<file path="src/ram_pkg.sv">
//********************
// Shared definitions for the Am9150 memory board model
// Operation codes of the host request port and the fixed chip geometry
// Referenced by scoped name from the RTL and the testbench
//********************
`default_nettype none

package ram_pkg;

   // Host request operations
   typedef enum logic [1:0] {
      OP_READ  = 2'd0,   // Read one byte, answered on the response port
      OP_WRITE = 2'd1,   // Write one byte, no response
      OP_CLEAR = 2'd2    // Zero the whole store, no response
   } ram_op_t;

   // Am9150 organization, 1024 words of 4 bits
   parameter int CHIP_ADDR_W = 10;    // A0..A9
   parameter int CHIP_DATA_W = 4;     // D0..D3 / Q0..Q3
   parameter int CHIP_DEPTH  = 1024;  // Words per chip

endpackage : ram_pkg

`default_nettype wire
</file>
<file path="src/ram_clear_sequencer.sv">
//********************
// Address sweep for the board clear
// A start pulse walks every chip address once, one per cycle
//********************
`default_nettype none

module ram_clear_sequencer (
   input  wire logic                             clk,
   input  wire logic                             RESET_n,
   input  wire logic                             clr_start,  // One-cycle pulse
   output      logic                             clr_busy,
   output      logic [ram_pkg::CHIP_ADDR_W-1:0]  clr_addr,
   output      logic                             clr_last    // Final address of the sweep
);

   localparam logic [ram_pkg::CHIP_ADDR_W-1:0] LAST_ADDR =
      ram_pkg::CHIP_ADDR_W'(ram_pkg::CHIP_DEPTH - 1);

   always_ff @(posedge clk) begin
      if (!RESET_n) begin
         clr_busy <= 1'b0;
         clr_addr <= '0;
      end else if (clr_start) begin
         clr_busy <= 1'b1;                 // Restart from address zero
         clr_addr <= '0;
      end else if (clr_busy) begin
         if (clr_addr == LAST_ADDR) begin
            clr_busy <= 1'b0;              // Sweep done
         end else begin
            clr_addr <= clr_addr + 1'b1;
         end
      end
   end

   assign clr_last = clr_busy && (clr_addr == LAST_ADDR);

endmodule : ram_clear_sequencer

`default_nettype wire

</file>
<file path="config.mk">
export PLATFORM = sky130hd
export DESIGN_NAME = ram_clear_sequencer
export DESIGN_NICKNAME = d
export VERILOG_FILES = /design/src/ram_pkg.sv /design/src/ram_clear_sequencer.sv
export SDC_FILE = /design/constraint.sdc
export NUM_CORES = 1
export LEC_CHECK = 0
export ABC_CLOCK_PERIOD_IN_PS = 1900
export BUFFER_PORTS_ARGS = -buffer_cell sky130_fd_sc_hd__buf_2
export CAP_MARGIN = 20
export CORE_AREA = 4 4 41 43
export CTS_BUF_LIST = sky130_fd_sc_hd__clkbuf_16
export DETAILED_ROUTE_END_ITERATION = 10
export DIE_AREA = 0 0 45 47
export GPL_TIMING_DRIVEN = 0
export PLACE_DENSITY = 0.65
export SYNTH_ARGS = -nofsm -noshare
export SYNTH_HDL_FRONTEND = slang
export SYNTH_SLANG_ARGS = --single-unit
</file>
<file path="constraint.sdc">
create_clock -name clk -period 1.9 [get_ports clk]
set_input_delay 0.095 -clock clk [delete_from_list [all_inputs] [get_ports clk]]
set_output_delay 0.095 -clock clk [all_outputs]
set_load 0.01 [all_outputs]
</file>
==> flow_summary.toml <==
[timing]
tightestPinTransition_ns = 0.303
setup_violations = 0
rsz0062_at_grt = "false"
final_max_slew_viol_count = 0
fin_crit_sh = 0.828
fin_skew_ns = 0.000761
hold_viol = 0
period_minus_slack_ns = 1.57
max_freq_mhz = 635
fin_tns_setup_ns = 0
slew_headroom = 0.798

[die]
die_y_um = 47
die_area_um2 = 2120
die_w_um = 45
fp-row-count = 13
core_area_um2 = 1300
io_pins = 15
start_util = 0.433

[grt]
grt_pass1_vias = 444
grt_max_degree = 11
grt_pass1_wl_um = 2060
antenna_found_initial = 0
grt.overflow.total = 0
grt_usage = 0.140

[routing]
wl_um = 1200
first_pass_iters = 4
antenna_left = 0
drtIter0Drc = 9
avgViaCountPerCell = 5.45
wl_per_cell_um = 12.7
drc = 0
via_count = 512

[job]
max-cap-violations = 0

[critical_path]
cp_slowest_stage_delay_ns = 0.38
reg2regPathDepth = 5
cp_max_fo = 6
setup.worst_path.end_class = "flip-flop"
reg2reg_to = "clr_addr[1]"
worstPathCellList = "ha_1 > nand3_1 > o31ai_4 > mux2i_1 > nor2_1"
r2r_slack_ns = 0.33
required_ns = 2.02
r2r-start = "clr_addr[0]"
slowest_stage = "dfxtp_1"
cp-start-kind = "flip-flop"
path_delay_family = "flip-flops"
crit_buf_inv = 0
crit_type = "flip-flop to flip-flop"
critPathArrivalTime_ns = 1.70

[worst_hold_path]
hold_class = "primary input to flip-flop"
holdPathEnd = "clr_busy"
min_from = "RESET_n"
min_path_cells = 2

[logic_synthesis]
ys_types = 25
seq_area_frac_synth = 0.391
syn_inst = 61
yosys_warnings = 0
avgSynthCellArea_um2 = 9.23
netlist_area_um2 = 563
ys_seq_elements = 11
syn_nets = 65

[placed_design]
dpl.hpwl_um = 835
numPortBuffers = 14
routabilityCongestion = 0.700

[cells_and_area]
num-fill-cells = 121
fin_nets = 84
areaGrowthSynthToFinish_pct = 29.8
final_core_util = 0.562
final_layout_size_suffix_gt1_frac = 0.304
antennaDiodeCount = 0

[power_and_ir_drop]
powerDensity_nw_per_um2 = 871
ir_drop_mv = 0.463
leakage_nw = 0.328

[clocking]
numCtsBuffers = 3
root_buffer = "clkbuf_16"
clk_latency_ns = 0.24
clkSlewWorstSetupHoldPaths_ns = 0.04
cts_tree = "done"
ctsHoldBuffers = 0
cts_resized = 0
clock-sinks = 11
cts_setup_buffers = 0
htree_levels = 1
cts_buffer_depth = 2

[outcome]
status = "finished, final reports clean"
## per-stage QoR
stage	power (mW)	worst slack [ns]	hold slack [ns]	area [um^2]	cells
2_1_floorplan	0.254	0.457	0.249	563	61
3_3_place_gp	0.262	0.374	0.366	652	90
3_5_place_dp	0.263	0.325	0.375	652	90
4_1_cts	0.644	0.311	0.127	731	94
5_1_grt	0.660	0.179	0.134	731	94
6_report	0.636	0.326	0.128	731	94
## layout by cell type, fill, tap and decap left out
cell	instances
o2111ai_1	1
and4_4	1
nand2_2	1
xor2_1	3
dfxtp_1	11
a21oi_1	5
nand3_2	1
a21boi_0	1
a211oi_1	1
or3_1	1
inv_1	2
nand3_1	3
nand4_4	1
and3_1	1
clkbuf_16	3
buf_6	1
o21ai_0	3
nor2_1	8
nor3_1	5
mux2i_1	3
and4_1	1
nand2_1	3
nand4_1	2
o31ai_4	1
and4_2	1
ha_1	1
buf_2	14
## layout make-up
class	instances	area, um^2	area share
clock inverter	1	3.75	0.00514
buffer	1	11.3	0.0154
tap	15	18.8	0.0257
multi-input combinational	48	328	0.449
clock buffer	3	75.1	0.103
inverter	1	3.75	0.00514
sequential	11	220	0.301
timing repair buffer	14	70.1	0.0959
## worst max-delay path by stage
stage / startpoint / to / slack, ns / cells past startpoint
2_1_floorplan: clr_addr[0] / clr_addr[1] / 0.46 / 5
4_1_cts: clr_addr[0] / clr_addr[1] / 0.31 / 5
6_report: clr_addr[0] / clr_addr[1] / 0.33 / 5
3_5_place_dp: clr_addr[0] / clr_addr[1] / 0.33 / 5
5_1_grt: clr_addr[0] / clr_addr[1] / 0.18 / 5
3_3_place_gp: clr_addr[0] / clr_addr[1] / 0.37 / 5
## cells by family (layout without fill, tap and decap cells)
kind of cell	after synthesis	in the layout	synth area share
buf+inv	2	20	0.0267
compound gates	12	12	0.151
simple gates	29	29	0.309
fa+ha+maj	1	1	0.0222
xor+xnor	3	3	0.0467
flops	11	11	0.391
mux	3	3	0.0533
## cell usage after synthesis
library cell  number  area share
a211oi_1           1       0.013
o21ai_0            3       0.027
mux2i_1            3       0.053
nor3_1             5       0.044
and4_1             1       0.016
a21oi_1            5       0.044
nand3_2            1       0.018
nand4_1            2       0.022
or3_1              1       0.011
o2111ai_1          1       0.016
buf_6              1       0.020
xor2_1             3       0.047
inv_1              1      0.0067
and3_1             1       0.011
nand4_4            1       0.038
ha_1               1       0.022
dfxtp_1           11        0.39
nand2_1            3       0.020
and4_4             1       0.020
nor2_1             8       0.053
and4_2             1       0.018
nand3_1            3       0.027
a21boi_0           1       0.013
nand2_2            1       0.011
o31ai_4            1       0.038
## sequential cells by signal (all words and copies together), names as in the netlist
name / count
clr_busy: 1
clr_addr: 10
## worst reg2reg max path: stages (launching register included)
cell	delay (ns)
dfxtp_1	0.38
ha_1	0.27
nand3_1	0.23
o31ai_4	0.31
mux2i_1	0.22
nor2_1	0.05
## report_power, final
| part | internal [mW] | switching, mW |
|---|---|---|
| combinational | 0.00837 | 0.0106 |
| clock | 0.276 | 0.102 |
| sequential | 0.235 | 0.00505 |
| total | 0.519 | 0.117 |
## layer usage
| layer | routed length, um | GRT usage |
|---|---|---|
| met3 | 62 | 0.0383 |
| met4 | 33 | 0.105 |
| met2 | 520 | 0.192 |
| met1 | 582 | 0.186 |
| met5 | 0 | 0 |
Power figures use the tool's default switching activity.
