===== src/ram_pkg.sv =====
//********************
// Shared definitions for the Am9150 memory board model
// Operation codes of the host request port and the fixed chip geometry
// Referenced by scoped name from the RTL and the testbench
//********************
`default_nettype none

package ram_pkg;

   // Host request operations
   typedef enum logic [1:0] {
      OP_READ  = 2'd0,   // Read one byte, answered on the response port
      OP_WRITE = 2'd1,   // Write one byte, no response
      OP_CLEAR = 2'd2    // Zero the whole store, no response
   } ram_op_t;

   // Am9150 organization, 1024 words of 4 bits
   parameter int CHIP_ADDR_W = 10;    // A0..A9
   parameter int CHIP_DATA_W = 4;     // D0..D3 / Q0..Q3
   parameter int CHIP_DEPTH  = 1024;  // Words per chip

endpackage : ram_pkg

`default_nettype wire

===== src/ram_controller.sv =====
//********************
// Request/response control for the chip bank
// One request in flight, chip strobes driven from the FSM state
// A clear is started on its own after reset and on OP_CLEAR
//********************
`default_nettype none

module ram_controller #(
   parameter  int ROWS   = 2,
   parameter  int COLS   = 2,
   localparam int ROW_W  = $clog2(ROWS),
   localparam int ADDR_W = ram_pkg::CHIP_ADDR_W + ROW_W,
   localparam int DATA_W = COLS * ram_pkg::CHIP_DATA_W
) (
   input  wire logic                             clk,
   input  wire logic                             RESET_n,
   // Host request port
   input  wire logic                             req_valid,
   output      logic                             req_ready,
   input  wire ram_pkg::ram_op_t                 req_op,
   input  wire logic [ADDR_W-1:0]                req_addr,
   input  wire logic [DATA_W-1:0]                req_wdata,
   // Host response port
   output      logic                             rsp_valid,
   input  wire logic                             rsp_ready,
   output      logic [DATA_W-1:0]                rsp_data,
   // Clear sequencer
   output      logic                             clr_start,
   input  wire logic                             clr_busy,
   input  wire logic [ram_pkg::CHIP_ADDR_W-1:0]  clr_addr,
   input  wire logic                             clr_last,
   // Chip bank
   output      logic [ram_pkg::CHIP_ADDR_W-1:0]  chip_addr,
   output      logic [ROW_W-1:0]                 row_sel,
   output      logic                             select_all,
   output      logic                             write_n,
   output      logic                             output_en_n,
   output      logic [DATA_W-1:0]                wdata,
   input  wire logic [DATA_W-1:0]                rdata
);

   typedef enum logic [2:0] {
      S_IDLE,
      S_CLEARING,    // Sequencer sweeping, all rows written with zero
      S_WRITING,     // One write strobe
      S_READING,     // Chips latch the word
      S_RESPONDING   // Capture, then hold until consumed
   } state_t;

   state_t state;
   state_t state_nxt;

   logic              accept;
   logic [ADDR_W-1:0] addr_q;    // Accepted request
   logic [DATA_W-1:0] wdata_q;

   assign req_ready = (state == S_IDLE);
   assign accept    = req_valid && req_ready;

   always_comb begin
      state_nxt = state;
      case (state)
         S_IDLE: begin
            if (accept) begin
               case (req_op)
                  ram_pkg::OP_READ:  state_nxt = S_READING;
                  ram_pkg::OP_WRITE: state_nxt = S_WRITING;
                  ram_pkg::OP_CLEAR: state_nxt = S_CLEARING;
                  default:           state_nxt = S_IDLE;    // Unknown op dropped
               endcase
            end
         end
         S_CLEARING:   if (clr_last) state_nxt = S_IDLE;
         S_WRITING:    state_nxt = S_IDLE;
         S_READING:    state_nxt = S_RESPONDING;
         S_RESPONDING: if (rsp_valid && rsp_ready) state_nxt = S_IDLE;
         default:      state_nxt = S_IDLE;
      endcase
   end

   always_ff @(posedge clk) begin
      if (!RESET_n) begin
         state     <= S_CLEARING;   // Board comes up with a clear
         clr_start <= 1'b1;         // Kick the sweep in the first cycle after reset
         rsp_valid <= 1'b0;
      end else begin
         state     <= state_nxt;
         clr_start <= accept && (req_op == ram_pkg::OP_CLEAR);
         if (state == S_RESPONDING && !rsp_valid) begin
            rsp_valid <= 1'b1;      // Word captured this edge
         end else if (rsp_valid && rsp_ready) begin
            rsp_valid <= 1'b0;
         end
      end
   end

   // Request and response payload
   always_ff @(posedge clk) begin
      if (accept) begin
         addr_q  <= req_addr;
         wdata_q <= req_wdata;
      end
      if (state == S_RESPONDING && !rsp_valid) begin
         rsp_data <= rdata;         // Held while the host stalls
      end
   end

   // Chip strobes
   assign select_all  = (state == S_CLEARING);
   assign chip_addr   = select_all ? clr_addr : addr_q[ram_pkg::CHIP_ADDR_W-1:0];
   assign row_sel     = addr_q[ADDR_W-1 -: ROW_W];                  // Top bits pick the row
   assign write_n     = !((state == S_WRITING) || (select_all && clr_busy));
   assign output_en_n = !((state == S_READING) || (state == S_RESPONDING));
   assign wdata       = select_all ? '0 : wdata_q;                  // Zero fill on clear

endmodule : ram_controller

`default_nettype wire


===== config.mk =====
export PLATFORM = sky130hd
export DESIGN_NAME = ram_controller
export DESIGN_NICKNAME = d
export VERILOG_FILES = /design/src/ram_pkg.sv /design/src/ram_controller.sv
export SDC_FILE = /design/constraint.sdc
export NUM_CORES = 1
export LEC_CHECK = 0
export ABC_AREA = 1
export BUFFER_PORTS_ARGS = -buffer_cell sky130_fd_sc_hd__buf_2
export CAP_MARGIN = 20
export CORE_AREA = 2 2 61 63
export CTS_CLUSTER_DIAMETER = 40
export DETAILED_ROUTE_END_ITERATION = 10
export DIE_AREA = 0 0 63 65
export PLACE_DENSITY = 0.74
export SYNTH_ARGS = -nofsm -noshare
export SYNTH_HDL_FRONTEND = slang
export SYNTH_SLANG_ARGS = --single-unit

===== constraint.sdc =====
create_clock -name clk -period 1.7 [get_ports clk]
set_input_delay 0.085 -clock clk [delete_from_list [all_inputs] [get_ports clk]]
set_output_delay 0.085 -clock clk [all_outputs]
set_load 0.01 [all_outputs]

==> reports/results.txt <==
For the TritonCTS sink count, the log shows 32. Yosys mapped the design onto 16 distinct sky130hd cell types. In this run the most critical hold path is launched from req_op[1]. The number of global-route vias before repair is 1123.

The mean area per synthesized cell is 10.98 um^2, and the shortest clock period the worst path allows after layout is 1537 ps. For flop-to-flop paths, the worst setup slack is 160 ps. Synthesis produced a netlist with a net count of 161.

At the later pin of the worst-skew pair, clock insertion delay measures 330 ps. The post-synthesis register bit count came out at 32. The placed wire-length estimate after detailed placement is 1.951 mm. The worst hold path passes through 4 cells. The repair_antennas step left the layout with diodes totalling 0. The run gives 0 as the max-cap check violation count.

The tools report the part of the power in registers as 51.1%. The worst-case headroom to the max-slew limit came out at 83.63%. Floorplan row count: 22. The worst vdd rail ir drop came out at 565.9 uV.

Fraction of final layout cells with drive strength greater than 1: 39.83%. The worst setup path is of the flop to flop kind. Destination of the worst hold path: state[1]. The run gives 20 as the pin count of the biggest net entering global routing.

The flow ran to the end, and the final reports show no timing, DRC or antenna violations. TritonCTS built the clock tree. Before antenna repair, the detailed router went through 4 iterations. After detailed routing, the total wire length is 2.957 mm. The startpoint identified for the worst register-to-register timing path is state[0]. The die covers 0.004095 mm^2. Average wire per cell in the routed design: 10.60 um. The logs give 650.8 MHz for the maximum operating frequency and 0 for the number of nets with antenna violations after routing.

The total overflow left after global routing is 0. The static leakage was 1.038 nW. Data on the critical path is required at its endpoint by 1970 ps. Setup repair after global routing could not meet its margin everywhere. Summing the areas of all compound-gate instances in the mapped netlist gives 1.473% of the synthesized area. The via density per instance was 4.179. The pin slew with the least headroom to its limit came out at 243.7 ps. In this run the deepest clock path goes through 2 buffers. The tools report the initial antenna violation count as 0. The first global-routing pass estimated 4.754 mm of wire. Summing every instance area after synthesis gives 0.001274 mm^2.

The run gives 241 as the cell count after placement. The floorplan core area is 0.003496 mm^2. Buffers added to address setup during post-CTS repair amount to 0. The parity-gate share of the synthesized area counting xor and xnor cells works out to 0%. For the worst setup path, the data arrival time is 1810 ps. The power per cell area was 825.1 mW/mm^2. STA classifies the critical path startpoint as a flop. The die boundary height was 65 um. Placer congestion estimate: 0.7305. Along the worst path, the maximum fanout reaches 4.

The port buffer count is 77, and the net load switching power is 0.4071 mW. The net count of the finished layout is 275. In the synthesized netlist, the number of instances is 116.

During I/O placement, the number of pins put on the boundary was 78. The logs give 0 for the final number of setup-violating endpoints and 36.44% for the initial standard-cell utilization of the core. The number of cells on the worst reg-to-reg path is 6. The area growth from synthesis to layout works out to 65.42%. The worst path uses 90.39% of the clock period. Number of failing hold endpoints at the final stage: 0. The run gives 43 as the number of DRC markers after the initial detailed-route iteration. The worst register-to-register path ends at clr_start. The worst clock skew was 7.025 ps. The post-layout instance count excluding filler cells came out at 279. Sequential elements use 71.51% of the synthesized area. In this run, CTS created clock tree buffers numbering 5.

The global-route usage over all layers was 15.41%; the fraction of the mapped netlist area in simple logic gates was 20.33%. The number of DRC violations after detailed routing is 0. Yosys printed 0 warnings. The tools report the share of total power in the clock network as 31.4%. The total internal power was 1.331 mW. Clock-pin slew was measured on the worst setup and hold paths at 90 ps. Endpoint class of the critical path: a flop. The switching power as a share of total power was 23.42%; the vias after detailed routing was 1166.

The classification of the worst-slack hold path is primary input to flop. In the synthesized netlist, mux cells make up 0% of the area. Combinational logic burns 17.5% of the power. The synthesized netlist devotes 0% of its cell area to adder and majority cells.

The completed layout was analyzed and its total power is 1.738 mW. The number of pins with negative max-slew slack in the final report was 0. By area, the combinational part of the netlist is dominated by simple AND/OR/NAND/NOR gates. The die is 63 um wide.

CTS placed an instance of sky130_fd_sc_hd__clkbuf_4 at the clock tree root. The tools report the H-tree depth as 2.
[metrics by stage]
stage	instance area (um^2)	setup slack, ps	hold slack (ps)	util (%)	TNS [ps]
after global placement	1718	395.7	261.2	49.14	0
after CTS	2093	107.4	8.376	59.88	0
after detailed placement	1718	337.6	263.1	49.14	0
final	2107	163.4	19.77	60.27	0
after global routing	2107	-6.727	19.99	60.27	-6.727
after floorplan	1276	172.1	154.0	-	0
[repair_timing]
action	in CTS	in global routing
hold buffers	30	0
endpoints found under the hold margin	29	0
endpoints found under the setup margin	0	4
resized for setup	0	3
[power groups by stage]
stage	Sequential [mW]	Combinational [mW]	Clock, mW
floorplan	0.907	0.131	0
global placement	0.905	0.239	0
detailed placement	0.906	0.242	0
CTS	0.888	0.296	0.568
global route	0.891	0.337	0.615
finish	0.888	0.304	0.546
[critical path: stages, from the launching register on]
cell                            delay (ps)
sky130_fd_sc_hd__dfxtp_1               350
sky130_fd_sc_hd__nor2_2                180
sky130_fd_sc_hd__nand2_1               120
sky130_fd_sc_hd__nor2_1                140
sky130_fd_sc_hd__nand3_1                90
sky130_fd_sc_hd__nand2_1                60
sky130_fd_sc_hd__dlygate4sd3_1         550
[synthesized netlist by cell type (all sizes together)]
library cell	instances	share of area, %
and2	1	0.49
nand3	6	2.4
nor3	1	0.39
buf	2	1.5
inv	17	5.2
edfxtp	27	64
a21oi	3	1.5
dfxtp	5	7.9
nor2	7	2.7
nand2	47	14
[layout by cell type, fill, tap and decap left out, drive strengths merged, types with 2 or more instances in the layout]
master,netlist,layout
edfxtp,27,27
clkbuf,0,5
a21oi,3,3
nor2,7,7
buf,2,79
inv,17,17
nand3,6,6
nand2,47,47
dfxtp,5,5
clkinv,0,2
dlygate4sd3,0,30
[area by class of cell]
class	count	area (um^2)
timing repair buffer	109	700.7
fill	302	1389
clock inverter	3	37.54
clock buffer	5	37.54
tap	48	60.06
sequential	32	910.9
inverter	17	68.82
multi-input combinational	65	291.5
[registers in the layout, indices dropped and copies added, names as in the netlist]
name,flops
wdata_q,8
clr_start,1
rsp_valid,1
state,3
rsp_data,8
addr_q,11
[worst max-delay path by stage]
stage / startpoint / to / slack, ps / cells after the start
floorplan: state[0] / addr_q[0] / 170 / 3
global placement: state[0] / wdata_q[4] / 400 / 4
detailed placement: state[0] / wdata_q[4] / 340 / 4
CTS: state[0] / clr_start / 110 / 6
global route: state[0] / chip_addr[9] / -7 / 7
finish: state[0] / clr_start / 160 / 6
[layer usage]
metal	vias up	wire, um	GRT usage, %
met4	0	44	5.833
met5	-	0	0
met1	501	1171	16.12
met2	58	1484	27.13
met3	6	256	6.944
li1	601	-	-
[kinds of logic after synthesis]
kind of cell,count (synthesis)
flip-flops,32
buffers and inverters,19
AND/OR/NAND/NOR,62
AO/OA/AOI/OAI,3
(Power assumes the default switching activity.)
